### config.mk
export PLATFORM = sky130hd
export DESIGN_NAME = astral_pad_ctrl
export DESIGN_NICKNAME = d
export VERILOG_FILES = /design/src/design/astral_pkg.sv /design/src/design/pad_in_sync.sv /design/src/design/pad_cfg_regs.sv /design/src/design/rt_clk_div.sv /design/src/design/pad_mux.sv /design/src/design/pad_drive.sv /design/src/design/astral_pad_ctrl.sv
export SDC_FILE = /design/constraint.sdc
export NUM_CORES = 1
export LEC_CHECK = 0
export BUFFER_PORTS_ARGS = -buffer_cell sky130_fd_sc_hd__buf_2
export CORE_UTILIZATION = 54
export DETAILED_ROUTE_END_ITERATION = 8
export GPL_TIMING_DRIVEN = 0
export PLACE_DENSITY = 0.81
export REMOVE_ABC_BUFFERS = 1
export SLEW_MARGIN = 20
export SYNTH_ARGS = -nofsm -noshare
export SYNTH_HDL_FRONTEND = slang
export SYNTH_HIERARCHICAL = 1
export SYNTH_SLANG_ARGS = --single-unit
### constraint.sdc
create_clock -name clk_i -period 2.3 [get_ports clk_i]
set_clock_uncertainty 0.2 [all_clocks]
set_input_delay 0.115 -clock clk_i [delete_from_list [all_inputs] [get_ports clk_i]]
set_output_delay 0.115 -clock clk_i [all_outputs]
set_load 0.005 [all_outputs]
### src/design/astral_pkg.sv
/*
 * astral pad control package
 * sizes, register map, pad function encoding and the
 * configuration word shared by the register port and the pad logic
 */

package astral_pkg;

  //////////////////////////////
  // sizes
  //////////////////////////////

  localparam int unsigned NumMuxedPads = 22;
  localparam int unsigned PadSelW      = 2;
  localparam int unsigned PadsPerWord  = 16;
  localparam int unsigned NumHiPads    = NumMuxedPads - PadsPerWord;

  localparam int unsigned RegAddrW = 4;
  localparam int unsigned RegDataW = 32;

  // real-time clock divider, toggles every half ratio
  localparam int unsigned RtDivValue = 100;
  localparam int unsigned RtHalfDiv  = RtDivValue / 2;
  localparam int unsigned RtCntW     = $clog2(RtHalfDiv);

  localparam int unsigned BootModeW = 2;

  // straps are taken in the second cycle after reset
  localparam int unsigned StrapCntW       = 2;
  localparam int unsigned StrapCaptureCnt = 1;

  //////////////////////////////
  // register map
  //////////////////////////////

  localparam logic [RegAddrW-1:0] AddrPadSelLo = 4'd0;
  localparam logic [RegAddrW-1:0] AddrPadSelHi = 4'd1;
  localparam logic [RegAddrW-1:0] AddrCtrl     = 4'd2;
  localparam logic [RegAddrW-1:0] AddrStatus   = 4'd3;

  localparam logic [RegDataW-1:0] UnmappedRdata = 32'hCACA_BABE;

  typedef enum logic [PadSelW-1:0] {
    PadFnGpio  = 2'd0,
    PadFnUart  = 2'd1,
    PadFnRtClk = 2'd2,
    PadFnOff   = 2'd3
  } pad_fn_e;

  // one register word, seen as sixteen pad selects or as control bits
  typedef union packed {
    pad_fn_e [PadsPerWord-1:0] sel;
    struct packed {
      logic [RegDataW-3:0] rsvd;
      logic                rt_en;
      logic                pad_en;
    } ctrl;
  } cfg_word_u;

endpackage

### src/design/pad_in_sync.sv
/*
 * pad input synchronizer
 * two-flop synchronizers on pad inputs and boot straps,
 * straps latched once after reset and held
 */

`timescale 1ns/10ps

module pad_in_sync (
  input  logic                                 clk_i,
  input  logic                                 rst_i,
  input  logic [astral_pkg::NumMuxedPads-1:0]  pad_in_i,
  input  logic [astral_pkg::BootModeW-1:0]     boot_mode_i,
  input  logic                                 secure_boot_i,
  output logic [astral_pkg::NumMuxedPads-1:0]  pad_in_sync_o,
  output logic [astral_pkg::BootModeW-1:0]     boot_mode_o,
  output logic                                 secure_boot_o
);

  import astral_pkg::*;

  logic [NumMuxedPads-1:0] pad_meta_q;
  logic [BootModeW:0]      strap_meta_q;
  logic [BootModeW:0]      strap_sync_q;
  logic [StrapCntW-1:0]    cnt_q;

  // synchronizer chain, settles while reset is held
  always_ff @(posedge clk_i) begin
    pad_meta_q    <= pad_in_i;
    pad_in_sync_o <= pad_meta_q;
    strap_meta_q  <= {secure_boot_i, boot_mode_i};
    strap_sync_q  <= strap_meta_q;
  end

  always_ff @(posedge clk_i) begin
    if (rst_i) begin
      cnt_q         <= '0;
      boot_mode_o   <= '0;
      secure_boot_o <= 1'b0;
    end else begin
      if (cnt_q <= StrapCntW'(StrapCaptureCnt)) begin
        cnt_q <= cnt_q + 1'b1;
      end
      if (cnt_q == StrapCntW'(StrapCaptureCnt)) begin
        {secure_boot_o, boot_mode_o} <= strap_sync_q;
      end
    end
  end

endmodule

### src/design/pad_cfg_regs.sv
/*
 * pad configuration registers
 * request/ready register port holding the pad select table,
 * the control bits and a read-only boot status word
 */

`timescale 1ns/10ps

module pad_cfg_regs (
  input  logic                                              clk_i,
  input  logic                                              rst_i,
  input  logic                                              reg_req_i,
  input  logic                                              reg_we_i,
  input  logic [astral_pkg::RegAddrW-1:0]                   reg_addr_i,
  input  astral_pkg::cfg_word_u                             reg_wdata_i,
  input  logic [astral_pkg::BootModeW-1:0]                  boot_mode_i,
  input  logic                                              secure_boot_i,
  output logic                                              reg_ready_o,
  output logic                                              reg_error_o,
  output logic [astral_pkg::RegDataW-1:0]                   reg_rdata_o,
  output astral_pkg::pad_fn_e [astral_pkg::NumMuxedPads-1:0] pad_sel_o,
  output logic                                              pad_en_o,
  output logic                                              rt_en_o
);

  import astral_pkg::*;

  logic [BootModeW-1:0] sec_boot_mode;
  logic [RegDataW-1:0]  status_word;
  cfg_word_u            rd_word;
  logic                 req_err;
  logic                 wr_en;

  // secure domain boots from its strap only
  assign sec_boot_mode = {1'b0, secure_boot_i};
  assign status_word   = {{(RegDataW-6){1'b0}}, sec_boot_mode, 1'b0, secure_boot_i, boot_mode_i};

  assign req_err = (reg_addr_i > AddrStatus) || (reg_we_i && (reg_addr_i == AddrStatus));
  assign wr_en   = reg_req_i && reg_we_i && !req_err;

  //////////////////////////////
  // readback
  //////////////////////////////

  always_comb begin
    rd_word = '0;
    case (reg_addr_i)
      AddrPadSelLo: rd_word.sel = pad_sel_o[PadsPerWord-1:0];
      AddrPadSelHi: rd_word.sel[NumHiPads-1:0] = pad_sel_o[NumMuxedPads-1:PadsPerWord];
      AddrCtrl: begin
        rd_word.ctrl.pad_en = pad_en_o;
        rd_word.ctrl.rt_en  = rt_en_o;
      end
      AddrStatus: rd_word = status_word;
      default:    rd_word = UnmappedRdata;
    endcase
  end

  //////////////////////////////
  // config state
  //////////////////////////////

  always_ff @(posedge clk_i) begin
    if (rst_i) begin
      for (int i = 0; i < NumMuxedPads; i++) begin
        pad_sel_o[i] <= PadFnGpio;
      end
      pad_en_o <= 1'b0;
      rt_en_o  <= 1'b0;
    end else if (wr_en) begin
      case (reg_addr_i)
        AddrPadSelLo: pad_sel_o[PadsPerWord-1:0] <= reg_wdata_i.sel;
        AddrPadSelHi: pad_sel_o[NumMuxedPads-1:PadsPerWord] <= reg_wdata_i.sel[NumHiPads-1:0];
        AddrCtrl: begin
          pad_en_o <= reg_wdata_i.ctrl.pad_en;
          rt_en_o  <= reg_wdata_i.ctrl.rt_en;
        end
        default: ;
      endcase
    end
  end

  // response one cycle after the request
  always_ff @(posedge clk_i) begin
    if (rst_i) begin
      reg_ready_o <= 1'b0;
      reg_error_o <= 1'b0;
    end else begin
      reg_ready_o <= reg_req_i;
      reg_error_o <= reg_req_i && req_err;
    end
  end

  always_ff @(posedge clk_i) begin
    if (reg_req_i) begin
      reg_rdata_o <= rd_word;
    end
  end

endmodule

### src/design/rt_clk_div.sv
/*
 * real-time clock divider
 * divides the reference clock by RtDivValue, held low when disabled
 */

`timescale 1ns/10ps

module rt_clk_div (
  input  logic clk_i,
  input  logic rst_i,
  input  logic en_i,
  output logic rt_clk_o
);

  import astral_pkg::*;

  logic [RtCntW-1:0] cnt_q;

  always_ff @(posedge clk_i) begin
    if (rst_i) begin
      cnt_q    <= '0;
      rt_clk_o <= 1'b0;
    end else if (!en_i) begin
      // restart from a known phase
      cnt_q    <= '0;
      rt_clk_o <= 1'b0;
    end else if (cnt_q == RtCntW'(RtHalfDiv - 1)) begin
      cnt_q    <= '0;
      rt_clk_o <= ~rt_clk_o;
    end else begin
      cnt_q <= cnt_q + 1'b1;
    end
  end

endmodule

### src/design/pad_mux.sv
/*
 * pad function mux
 * routes GPIO, UART and the real-time clock onto the muxed pads
 * and back from the synchronized pad inputs
 */

`timescale 1ns/10ps

module pad_mux (
  input  astral_pkg::pad_fn_e [astral_pkg::NumMuxedPads-1:0] pad_sel_i,
  input  logic [astral_pkg::NumMuxedPads-1:0]                 pad_in_sync_i,
  input  logic [astral_pkg::NumMuxedPads-1:0]                 gpio_i,
  input  logic [astral_pkg::NumMuxedPads-1:0]                 gpio_oe_i,
  input  logic                                                uart_tx_i,
  input  logic                                                rt_clk_i,
  output logic [astral_pkg::NumMuxedPads-1:0]                 pad_out_o,
  output logic [astral_pkg::NumMuxedPads-1:0]                 pad_oe_o,
  output logic [astral_pkg::NumMuxedPads-1:0]                 gpio_in_o,
  output logic                                                uart_rx_o
);

  import astral_pkg::*;

  //////////////////////////////
  // soc to pad
  //////////////////////////////

  always_comb begin
    for (int i = 0; i < NumMuxedPads; i++) begin
      case (pad_sel_i[i])
        PadFnGpio: begin
          pad_out_o[i] = gpio_i[i];
          pad_oe_o[i]  = gpio_oe_i[i];
        end
        PadFnUart: begin
          pad_out_o[i] = uart_tx_i;
          pad_oe_o[i]  = 1'b1;
        end
        PadFnRtClk: begin
          pad_out_o[i] = rt_clk_i;
          pad_oe_o[i]  = 1'b1;
        end
        default: begin
          pad_out_o[i] = 1'b0;
          pad_oe_o[i]  = 1'b0;
        end
      endcase
    end
  end

  //////////////////////////////
  // pad to soc
  //////////////////////////////

  always_comb begin
    for (int i = 0; i < NumMuxedPads; i++) begin
      gpio_in_o[i] = (pad_sel_i[i] == PadFnGpio) && pad_in_sync_i[i];
    end
  end

  // lowest index UART pad wins, idle high otherwise
  always_comb begin
    uart_rx_o = 1'b1;
    for (int i = NumMuxedPads - 1; i >= 0; i--) begin
      if (pad_sel_i[i] == PadFnUart) begin
        uart_rx_o = pad_in_sync_i[i];
      end
    end
  end

endmodule

### src/design/pad_drive.sv
/*
 * pad output stage
 * registered pad values and enables, quiet until pads are enabled
 */

`timescale 1ns/10ps

module pad_drive (
  input  logic                                clk_i,
  input  logic                                rst_i,
  input  logic                                pad_en_i,
  input  logic [astral_pkg::NumMuxedPads-1:0] pad_out_i,
  input  logic [astral_pkg::NumMuxedPads-1:0] pad_oe_i,
  output logic [astral_pkg::NumMuxedPads-1:0] pad_out_o,
  output logic [astral_pkg::NumMuxedPads-1:0] pad_oe_o
);

  import astral_pkg::*;

  logic [NumMuxedPads-1:0] out_q;
  logic [NumMuxedPads-1:0] oe_q;

  always_ff @(posedge clk_i) begin
    if (rst_i || !pad_en_i) begin
      out_q <= '0;
      oe_q  <= '0;
    end else begin
      out_q <= pad_out_i;
      oe_q  <= pad_oe_i;
    end
  end

  // disable takes effect at once, not a cycle late
  assign pad_out_o = out_q & {NumMuxedPads{pad_en_i}};
  assign pad_oe_o  = oe_q & {NumMuxedPads{pad_en_i}};

endmodule

### src/design/astral_pad_ctrl.sv
/*
 * astral pad and clock control
 * boot straps, muxed pad routing, real-time clock and the
 * pad configuration register port
 */

`timescale 1ns/10ps

module astral_pad_ctrl (
  input  logic                                clk_i,
  input  logic                                rst_i,
  input  logic                                reg_req_i,
  input  logic                                reg_we_i,
  input  logic [astral_pkg::RegAddrW-1:0]     reg_addr_i,
  input  astral_pkg::cfg_word_u               reg_wdata_i,
  output logic                                reg_ready_o,
  output logic                                reg_error_o,
  output logic [astral_pkg::RegDataW-1:0]     reg_rdata_o,
  input  logic [astral_pkg::BootModeW-1:0]    boot_mode_i,
  input  logic                                secure_boot_i,
  input  logic [astral_pkg::NumMuxedPads-1:0] pad_in_i,
  input  logic [astral_pkg::NumMuxedPads-1:0] gpio_o,
  input  logic [astral_pkg::NumMuxedPads-1:0] gpio_oe_i,
  input  logic                                uart_tx_i,
  output logic [astral_pkg::NumMuxedPads-1:0] pad_out_o,
  output logic [astral_pkg::NumMuxedPads-1:0] pad_oe_o,
  output logic [astral_pkg::NumMuxedPads-1:0] gpio_in_o,
  output logic                                uart_rx_o,
  output logic                                rt_clk_o,
  output logic [astral_pkg::BootModeW-1:0]    boot_mode_o,
  output logic                                secure_boot_o
);

  import astral_pkg::*;

  pad_fn_e [NumMuxedPads-1:0] pad_sel;
  logic [NumMuxedPads-1:0]    pad_in_sync;
  logic [NumMuxedPads-1:0]    mux_out;
  logic [NumMuxedPads-1:0]    mux_oe;
  logic                       pad_en;
  logic                       rt_en;

  //////////////////////////////
  // input side
  //////////////////////////////

  pad_in_sync i_pad_in_sync (
    .clk_i         ( clk_i         ),
    .rst_i         ( rst_i         ),
    .pad_in_i      ( pad_in_i      ),
    .boot_mode_i   ( boot_mode_i   ),
    .secure_boot_i ( secure_boot_i ),
    .pad_in_sync_o ( pad_in_sync   ),
    .boot_mode_o   ( boot_mode_o   ),
    .secure_boot_o ( secure_boot_o )
  );

  pad_cfg_regs i_pad_cfg_regs (
    .clk_i         ( clk_i         ),
    .rst_i         ( rst_i         ),
    .reg_req_i     ( reg_req_i     ),
    .reg_we_i      ( reg_we_i      ),
    .reg_addr_i    ( reg_addr_i    ),
    .reg_wdata_i   ( reg_wdata_i   ),
    .boot_mode_i   ( boot_mode_o   ),
    .secure_boot_i ( secure_boot_o ),
    .reg_ready_o   ( reg_ready_o   ),
    .reg_error_o   ( reg_error_o   ),
    .reg_rdata_o   ( reg_rdata_o   ),
    .pad_sel_o     ( pad_sel       ),
    .pad_en_o      ( pad_en        ),
    .rt_en_o       ( rt_en         )
  );

  //////////////////////////////
  // processing
  //////////////////////////////

  rt_clk_div i_rt_clk_div (
    .clk_i    ( clk_i    ),
    .rst_i    ( rst_i    ),
    .en_i     ( rt_en    ),
    .rt_clk_o ( rt_clk_o )
  );

  pad_mux i_pad_mux (
    .pad_sel_i     ( pad_sel     ),
    .pad_in_sync_i ( pad_in_sync ),
    .gpio_i        ( gpio_o      ),
    .gpio_oe_i     ( gpio_oe_i   ),
    .uart_tx_i     ( uart_tx_i   ),
    .rt_clk_i      ( rt_clk_o    ),
    .pad_out_o     ( mux_out     ),
    .pad_oe_o      ( mux_oe      ),
    .gpio_in_o     ( gpio_in_o   ),
    .uart_rx_o     ( uart_rx_o   )
  );

  //////////////////////////////
  // output side
  //////////////////////////////

  pad_drive i_pad_drive (
    .clk_i     ( clk_i     ),
    .rst_i     ( rst_i     ),
    .pad_en_i  ( pad_en    ),
    .pad_out_i ( mux_out   ),
    .pad_oe_i  ( mux_oe    ),
    .pad_out_o ( pad_out_o ),
    .pad_oe_o  ( pad_oe_o  )
  );

endmodule

### Yosys cells after proc, flatten, opt, wreduce, memory -nomap -nowiden

Index checks and enable logic that the tools add are counted.

* register bits: 186
* bits of input ports: 110
* output and inout port bits: 105
* word-level logic and storage cells: 245

* $add $sub $neg: 2
* magnitude comparators: 2
* equal/unequal tests: 49
* mux-type cells: 69
* bitwise gates (word level): 4
* reductions and logical operators: 81

Operator list (count)
* $pmux W1 S3: 22
* $eq A2 B1 Y1 const B: 23
* $reduce_or A2 Y1: 23
* $and A22 B22 Y22: 2
* $eq A2 B2 Y1 const B: 22
* $logic_not A2 Y1: 22
* $pmux W1 S2: 22
* $pmux W10 S4: 1
* $pmux W20 S2: 1
* $logic_and A1 B1 Y1: 26
* $mux W1: 22
* $eq A4 B2 Y1 const B: 2
* $pmux W2 S4: 1
* $add A6 B1 Y6 const B: 1
* $eq A6 B6 Y1 const B: 1
* $reduce_and A2 Y1: 3
* $reduce_or A3 Y1: 2
* $eq A4 B1 Y1 const B: 1
* $gt A4 B2 Y1 const B: 1
* $logic_not A4 Y1: 1
* $add A2 B1 Y2 const B: 1
* $le A2 B1 Y1 const B: 1
* $logic_not A1 Y1: 2
* $logic_or A1 B1 Y1: 2
* $not A1 Y1: 2

### Depth between registers and ports, before layout

Gate-level depths: netlist of run 1.

* word-level depth: 23
* mapped depth: 7
* depth with buffers taken out: 7

### By module

Netlist of run 1, hierarchy kept.

By module, submodules not included
* pad_cfg_regs: instances 1, cells each 290, area each 3422.0 sq um
* pad_mux: instances 1, cells each 289, area each 2188.3 sq um
* pad_drive: instances 1, cells each 145, area each 1632.8 sq um
* pad_in_sync: instances 1, cells each 68, area each 1197.4 sq um
* rt_clk_div: instances 1, cells each 30, area each 306.5 sq um

### Worst setup path before layout of run 1

No wires, ideal clock.

* path type: register -> output
* from: register i_pad_cfg_regs/pad_sel_o[43] (netlist name)
* to: output port uart_rx_o
* arrival time: 1.564 ns
* required time: 1.985 ns
* setup slack: 0.421 ns
* stages on the path, launching flop included: 8
* buffers on the path: 0
* cells stage by stage: dfxtp_1 inv_1 ha_1 nor3b_1 or4_4 a311oi_2 nor4_1 nor2_1

* longest elaborated chain between the ends: 23

Ends and longest elaborated chain
* from (decl): line pad_cfg_regs.sv:21 `output astral_pkg::pad_fn_e [astral_pkg::NumMuxedPads-1:0] pad_sel_o,`
* from (signal, indexed assignment): line pad_cfg_regs.sv:66 `pad_sel_o[i] <= PadFnGpio;`
* from (signal, indexed assignment): line pad_cfg_regs.sv:72 `AddrPadSelLo: pad_sel_o[PadsPerWord-1:0] <= reg_wdata_i.sel;`
* from (signal, indexed assignment): line pad_cfg_regs.sv:73 `AddrPadSelHi: pad_sel_o[NumMuxedPads-1:PadsPerWord] <= reg_wdata_i.sel[NumHiPads-1:0];`
* $eq A2 B1 Y1: line pad_mux.sv:65 `if (pad_sel_i[i] == PadFnUart) begin`
* $mux W1 (22 in a row): line pad_mux.sv:65
* to (decl): line astral_pad_ctrl.sv:28 `output logic uart_rx_o,`

No other way between the ends.

### Worst setup path after layout of run 1

* from: register i_pad_cfg_regs/pad_sel_o[41] (netlist name)
* to: output port uart_rx_o

* longest elaborated chain between the ends: 22

Ends and longest elaborated chain (line)
* $eq A2 B1 Y1: pad_mux.sv:65
* $mux W1 (21 in a row): pad_mux.sv:65

No other way between the ends.

==> metrics, run 1 <==
CTS H-tree depth 4; Congestion Overflow GR 0; syn_area_per_cell 10.64 sq um; first-pass GRT wire length 34.81 mm; Leakage 5.495 nW; most frequent cells in the layout 214 x buf_2, 134 x dfxtp_1, 107 x dlygate4sd3_1, 83 x ha_1, 79 x nand2b_1; slew margin rel. 0.3547; Worst-Skew Late Latency 420 ps; sequential power share 0.490; RSZ-0062 raised after global routing true; clk slew on worst S/H paths 70 ps; reg2reg setup slack 550 ps; drt drc 0; Post-synth EDFFs 32; Routed Antenna Nets 0; Worst Hold Path Cells 2; post-route minimum period 2484 ps; Hold Startpoint pad_in_i[8]; ant diodes 0; Net Switching 1.666 mW; Mapped Area 8747 sq um; violated checks setup timing; post-route setup slack -183.6 ps; Die Area 16710 sq um; Synth Area in XOR/XNOR 0.003004; Hold Path Sink i_pad_in_sync/pad_meta_q[8]; Switching Fraction 0.2344; Final TNS setup -183.6 ps; Layout area overhead 35.36%; Cell Int Power 5.444 mW; Sink Count 186; met1 Resource Use GR 0.3182; DRT Pass-1 Iters 6; max cap viols 0; core box area 15830 sq um; HPWL Detailed 13.95 mm; critical path required time 1990 ps; combinational fraction of design power 0.100; Async SR Flop Fraction 0; Yosys warning total 6; largest family of logic cells by synthesized area simple AND/OR/NAND/NOR gates; CP max FO 3; DR iter-0 viols 462; share of layout cells above drive strength 1 0.2693; total I/O pin count 215; Max Root-Sink Buffers 2; Num CTS Buffers 17; global placement routability congestion 0.7895; met2 global-route usage 0.4855; fmax 0.4026 GHz; DR WL/cell 16.96 um; FF+latch count, synth 186; I/O Buffers 214; Post-Synthesis Cells 822; kind of start point of the critical path register; Clock Tree Root clkbuf_16; Max IR drop VDD 0.5207 mV; initial cell density of the core 0.5526; Tot GR Track Use 0.2733; Most used DFF post-synth dfxtp_1; status finished with violations; mux share of post-synthesis cell area 0.07438; simple-gate share of the synthesized area 0.2247; Final Setup Violations 1; antenna violations before repair 0; count of pins over their slew limit 0; most common cell after layout, fill and taps aside buf_2; R2R cell count 2; WP data arrival 2170 ps; via count 7083; post-route clock period utilization 1.080; Hold Path Class primary input to register; Final Hold Fails 0; largest net degree at the start of global routing 91; crit path launch i_pad_cfg_regs/pad_sel_o[41]; vias in the first global route 6867; Power Dens Cells 600.5 nW/um^2; sequential share of the synthesized area 0.4623; FF-to-FF End i_pad_cfg_regs/reg_rdata_o[0]; DR vias/cell 5.181; FP Rows 46; synth unique cells 53; die width 129.3 um; met3 usage 0.05285; kind of critical path register to output port; Synth Area in Compound Gates 0.05807; Final nets 1339; CTS tree built; Reg-to-Reg Start i_pad_cfg_regs/pad_en_o; Pwr Total 7.110 mW; Worst Tran Pin Value 965.1 ps; drt total wl 23.18 mm; Crit. End Element output port; chip height 129.3 um; Synth Area in Adders 0.1302; Clock Power Share 0.410; GR peak layer met2
[per-layer routing]
layer | wire, um | share of wire | vias up
met5 | 0 | 0 | -
met4 | 661 | 0.029 | 0
met3 | 1349 | 0.058 | 53
met2 | 11680 | 0.50 | 270
met1 | 9486 | 0.41 | 3349
li1 | - | - | 3411
[kinds of logic (layout without fill, tap and decap cells)]
family          after synthesis  count (layout)
fa+ha+maj                    91              91
compound gates               73              73
xor+xnor                      3               3
flops                       186             186
mux                          62              62
simple gates                321             321
buf+inv                      86             415
[worst max-delay path, stage by stage, from the launching register on]
cell and delay, ps:
dfxtp_4 370, inv_4 40, ha_4 170, and2b_1 190, or4_4 440, a311oi_4 240, nor4_2 80, nor2_1 80
buf_2 130
[synth_stat cells, types with 5 or more instances]
| library cell | number | share of area |
|---|---|---|
| mux2i_1 | 59 | 0.068 |
| and3b_1 | 46 | 0.046 |
| nor2_1 | 56 | 0.024 |
| a222oi_1 | 22 | 0.025 |
| buf_2 | 11 | 0.0063 |
| and2_1 | 77 | 0.055 |
| nand2b_1 | 79 | 0.057 |
| buf_8 | 5 | 0.0086 |
| edfxtp_1 | 32 | 0.11 |
| ha_1 | 91 | 0.13 |
| clkbuf_1 | 15 | 0.0064 |
| nand2_1 | 27 | 0.012 |
| o21ai_0 | 12 | 0.0069 |
| nor2b_1 | 5 | 0.0036 |
| dfxtp_1 | 154 | 0.35 |
| inv_1 | 49 | 0.021 |
| a21oi_1 | 28 | 0.016 |
[final cells by class]
class / count / area (sq um)
sequential: 186 / 4081
inverter: 49 / 186.4
clock buffer: 21 / 514.2
clock inverter: 11 / 77.57
fill: 1027 / 3988
tap: 216 / 270.3
timing repair buffer: 334 / 2282
multi-input combinational: 550 / 4428
[sequential cells by signal, summed over array words and instances, names as in the netlist]
| name | count |
|---|---|
| i_pad_in_sync/cnt_q | 2 |
| i_pad_in_sync/strap_sync_q | 3 |
| i_pad_in_sync/secure_boot_o | 1 |
| i_pad_in_sync/pad_meta_q | 22 |
| i_pad_cfg_regs/rt_en_o | 1 |
| i_pad_drive/oe_q | 22 |
| i_pad_cfg_regs/reg_ready_o | 1 |
| i_pad_in_sync/strap_meta_q | 3 |
| i_pad_cfg_regs/pad_en_o | 1 |
| i_pad_drive/out_q | 22 |
| i_rt_clk_div/rt_clk_o | 1 |
| i_pad_in_sync/pad_in_sync_o | 22 |
| i_pad_cfg_regs/reg_rdata_o | 32 |
| i_pad_in_sync/boot_mode_o | 2 |
| i_rt_clk_div/cnt_q | 6 |
| i_pad_cfg_regs/reg_error_o | 1 |
| i_pad_cfg_regs/pad_sel_o | 44 |
[how the worst max path moves through the flow]
| stage | slack, ps | endpoint | cells past startpoint |
|---|---|---|---|
| 2_1_floorplan | -510 | i_pad_cfg_regs/pad_sel_o[0] | 3 |
| 6_report | -180 | uart_rx_o | 8 |
| 4_1_cts | -190 | uart_rx_o | 8 |
| 5_1_grt | -270 | uart_rx_o | 7 |
| 3_3_place_gp | -2280 | i_pad_cfg_regs/pad_sel_o[22] | 4 |
| 3_5_place_dp | -250 | i_pad_cfg_regs/pad_sel_o[17] | 6 |
[power groups by stage]
stage	Clock (mW)	Sequential, mW	Combinational [mW]
finish	2.92	3.49	0.709
global route	3.06	3.50	0.768
CTS	2.94	3.49	0.688
detailed placement	0	3.56	0.540
global placement	0	3.56	0.517
floorplan	0	3.55	0.246
[per-stage QoR]
step	util	hold slack, ps	worst slack (ps)	instances	instance area [sq um]
after global routing	0.7481	111.4	-270.1	1367	11840
after floorplan	-	-57.28	-505.6	785	8517
after CTS	0.7436	106.8	-192.4	1364	11770
after detailed placement	0.6300	18.59	-245.0	1222	9971
final	0.7481	117.9	-183.6	1367	11840
after global placement	0.6228	16.92	-2284	1215	9858
[timing repair]
item | in CTS | in global routing
resized for setup | 33 | 16
setup endpoints to repair | 1 | 9
pin swaps | 5 | 2
hold endpoints to repair | 124 | 0
hold buffers | 107 | 0
setup buffers | 3 | 3
Power figures use the tool's default switching activity.
==> run 2, diff against run 1 <==
--- a/config.mk
+++ b/config.mk
@@ -10,7 +10,6 @@
 export DETAILED_ROUTE_END_ITERATION = 8
 export GPL_TIMING_DRIVEN = 0
 export PLACE_DENSITY = 0.81
-export REMOVE_ABC_BUFFERS = 1
 export SLEW_MARGIN = 20
 export SYNTH_ARGS = -nofsm -noshare
 export SYNTH_HDL_FRONTEND = slang
==> run 2 against run 1 <==
  * The run still ends with setup timing left
  * First-iteration DRC count shrank 2.6%
  * Die area unchanged
  * Clock-buffer cell count is 2 lower
  * Combinational power increased by 2%
  * Critical path type unchanged
  * Sequential cell count stayed put
==> metrics, run 2 (synthesized netlist as in run 1, its figures left out) <==
slew margin rel. 0.4284 (+0.07377); kind of start point of the critical path register; status finished with violations; Leakage 5.579 nW (+1.5%); Worst Tran Pin Value 854.2 ps (-110.9 ps); drt drc 0 (unchanged); Max IR drop VDD 0.5134 mV (-1.4%); post-route minimum period 2574 ps (+90.72 ps); critical path required time 1990 ps (about the same); placed cell areas 10080 sq um (+1.1%); count of pins over their slew limit 0 (unchanged); Final Hold Fails 0 (unchanged); chip height 129.3 um (unchanged); antenna violations before repair 0 (unchanged); Hold Path Class primary input to register; global placement routability congestion 0.8633 (+9.3%); Slowest-stage cell, CP dfxtp_2; Power Dens Cells 591.8 nW/um^2 (-1.4%); max reg flops 44 (unchanged); Routed Antenna Nets 0 (unchanged); Layout area overhead 37.13%; violated checks setup timing; multi-input logic area 4388 sq um (-0.90%); core box area 15830 sq um (unchanged); largest net degree at the start of global routing 35 (-62%); Final nets 1374 (+2.6%); Finished Cell Area 12000 sq um (+1.3%); final core utilization 0.7579 (+0.009803); Worst-Skew Late Latency 430 ps (about the same); WP data arrival 2260 ps (+90 ps); via count 7356 (+3.9%); syn_nets 1023; total I/O pin count 215 (unchanged); Tot GR Track Use 0.3057 (+0.03242); post-route clock period utilization 1.119 (+0.03945); most common cell after layout, fill and taps aside buf_2; Reg area 4094 sq um (+0.31%); ant diodes 0 (unchanged); Worst path top cell family by delay simple AND/OR/NAND/NOR gates; Final Setup Violations 1 (unchanged); fmax 0.3884 GHz (-3.5%); most frequent cells in the layout 223 x buf_2, 134 x dfxtp_1, 112 x dlygate4sd3_1, 84 x ha_1, 79 x nand2b_1; CP Buf/Inv Count 2 (unchanged); RSZ-0062 raised after global routing true; Regs by FF count i_pad_cfg_regs/pad_sel_o (44), i_pad_cfg_regs/reg_rdata_o (32); clk slew on worst S/H paths 70 ps (about the same); DR iter-0 viols 450 (-2.6%); Crit. End Element output port; DR WL/cell 18.45 um (+8.8%); kind of critical path register to output port; Num CTS Buffers 17 (unchanged); die width 129.3 um (unchanged); CTS tree built; max cap viols 0 (unchanged); FP Rows 46 (unchanged); CTS H-tree depth 4 (unchanged); CP max FO 5 (+2); share of layout cells above drive strength 1 0.2698 (+0.0004835); Biggest register i_pad_cfg_regs/pad_sel_o; Clock Tree Root clkbuf_16; DRT Pass-1 Iters 5 (-1); Max Root-Sink Buffers 2 (unchanged); first-pass GRT wire length 37.47 mm (+7.7%); DR vias/cell 5.247 (+1.3%); fin cells 1402 (+2.6%); vias in the first global route 7210 (+5.0%); Die Area 16710 sq um (unchanged); Sink Count 186 (unchanged); Placed Cells incl. Taps 1250 (+2.3%); drt total wl 25.87 mm (+12%); I/O Buffers 212 (-0.93%); Fill cells 1012 (-1.5%); Place WS -65.89 ps (+179.1 ps); CP Cell Sequence inv_1 -> ha_1 -> a21oi_2 -> nor4b_2 -> nand3_1 -> nor4_2 -> nor2_1 -> buf_2; CP max stage delay 380 ps (-60 ps); HPWL Detailed 16.84 mm (+21%); Congestion Overflow GR 0 (unchanged); post-route setup slack -274.4 ps (-90.72 ps); Pwr Total 7.099 mW (-0.15%); initial cell density of the core 0.5526 (unchanged)
==> run 2: changes by cell type in the layout (fill, tap and decap cells not counted), moves of 3 or more <==
cell           change
buf_2              +9
clkbuf_16          -3
dfxtp_2            -5
dfxtp_4            +5
clkinv_2           -3
dlygate4sd3_1      +5
buf_8              +3
clkbuf_1          +15
clkbuf_2           +4
==> run 2: layout make-up <==
type                            count  area share
Clock inverter                     13     0.01220
Buffer                             37     0.01940
Inverter                           49     0.01575
Timing Repair Buffer              332      0.1869
Clock buffer                       19     0.03609
Tap cell                          216     0.02253
Multi-Input combinational cell    550      0.3658
Sequential cell                   186      0.3413
==> run 2: worst reg2reg max path, stage by stage, from the launching register on <==
cell and delay, ps:
dfxtp_1 460, inv_1 110, ha_1 250, a222oi_1 300
dlygate4sd3_1 590, nor2_1 40, and3b_1 160
==> run 2: through the flow <==
stage / setup TNS (ps) / hold slack, ps
4_1_cts: -318.0 / 1.223
6_report: -274.4 / 20.20
2_1_floorplan: 0 / -57.28
3_3_place_gp: -70.90 / 17.61
3_5_place_dp: -65.89 / 18.57
5_1_grt: -328.1 / 38.27
==> run 2: repair_timing <==
| item | 4_1_cts | 5_1_grt |
|---|---|---|
| pin swaps | 7 | 5 |
| resized for setup | 31 | 27 |
| hold buffers | 112 | 0 |
| setup buffers | 5 | 3 |
| hold endpoints to repair | 125 | 0 |
| cloned | 0 | 0 |
| endpoints found under the setup margin | 1 | 4 |
==> run 2: path summary, 6_finish.rpt <==
path | from | end | slack (ps) | cells past startpoint
setup / recovery | i_pad_cfg_regs/pad_sel_o[11] | uart_rx_o | -270 | 8
setup reg to reg | i_pad_cfg_regs/pad_sel_o[8] | i_pad_drive/out_q[4] | 80 | 6
hold reg to reg | i_pad_in_sync/pad_meta_q[2] | i_pad_in_sync/pad_in_sync_o[2] | 130 | 0
hold / removal | reg_addr_i[2] | i_pad_cfg_regs/reg_rdata_o[30] | 20 | 3
==> run 2: power by group <==
part / internal [mW] / switching, mW / leakage [nW]
Clock: 1.61 / 1.28 / 0.274
Sequential: 3.42 / 0.0627 / 1.59
Combinational: 0.403 / 0.320 / 3.71
==> run 2: routing by layer <==
metal / vias to the layer above / GRT usage / part of all wire
met2: 347 / 0.5424 / 0.50
met3: 75 / 0.06111 / 0.068
met1: 3454 / 0.3483 / 0.40
met5: - / 0 / 0
met4: 0 / 0.1578 / 0.038
li1: 3480 / - / -
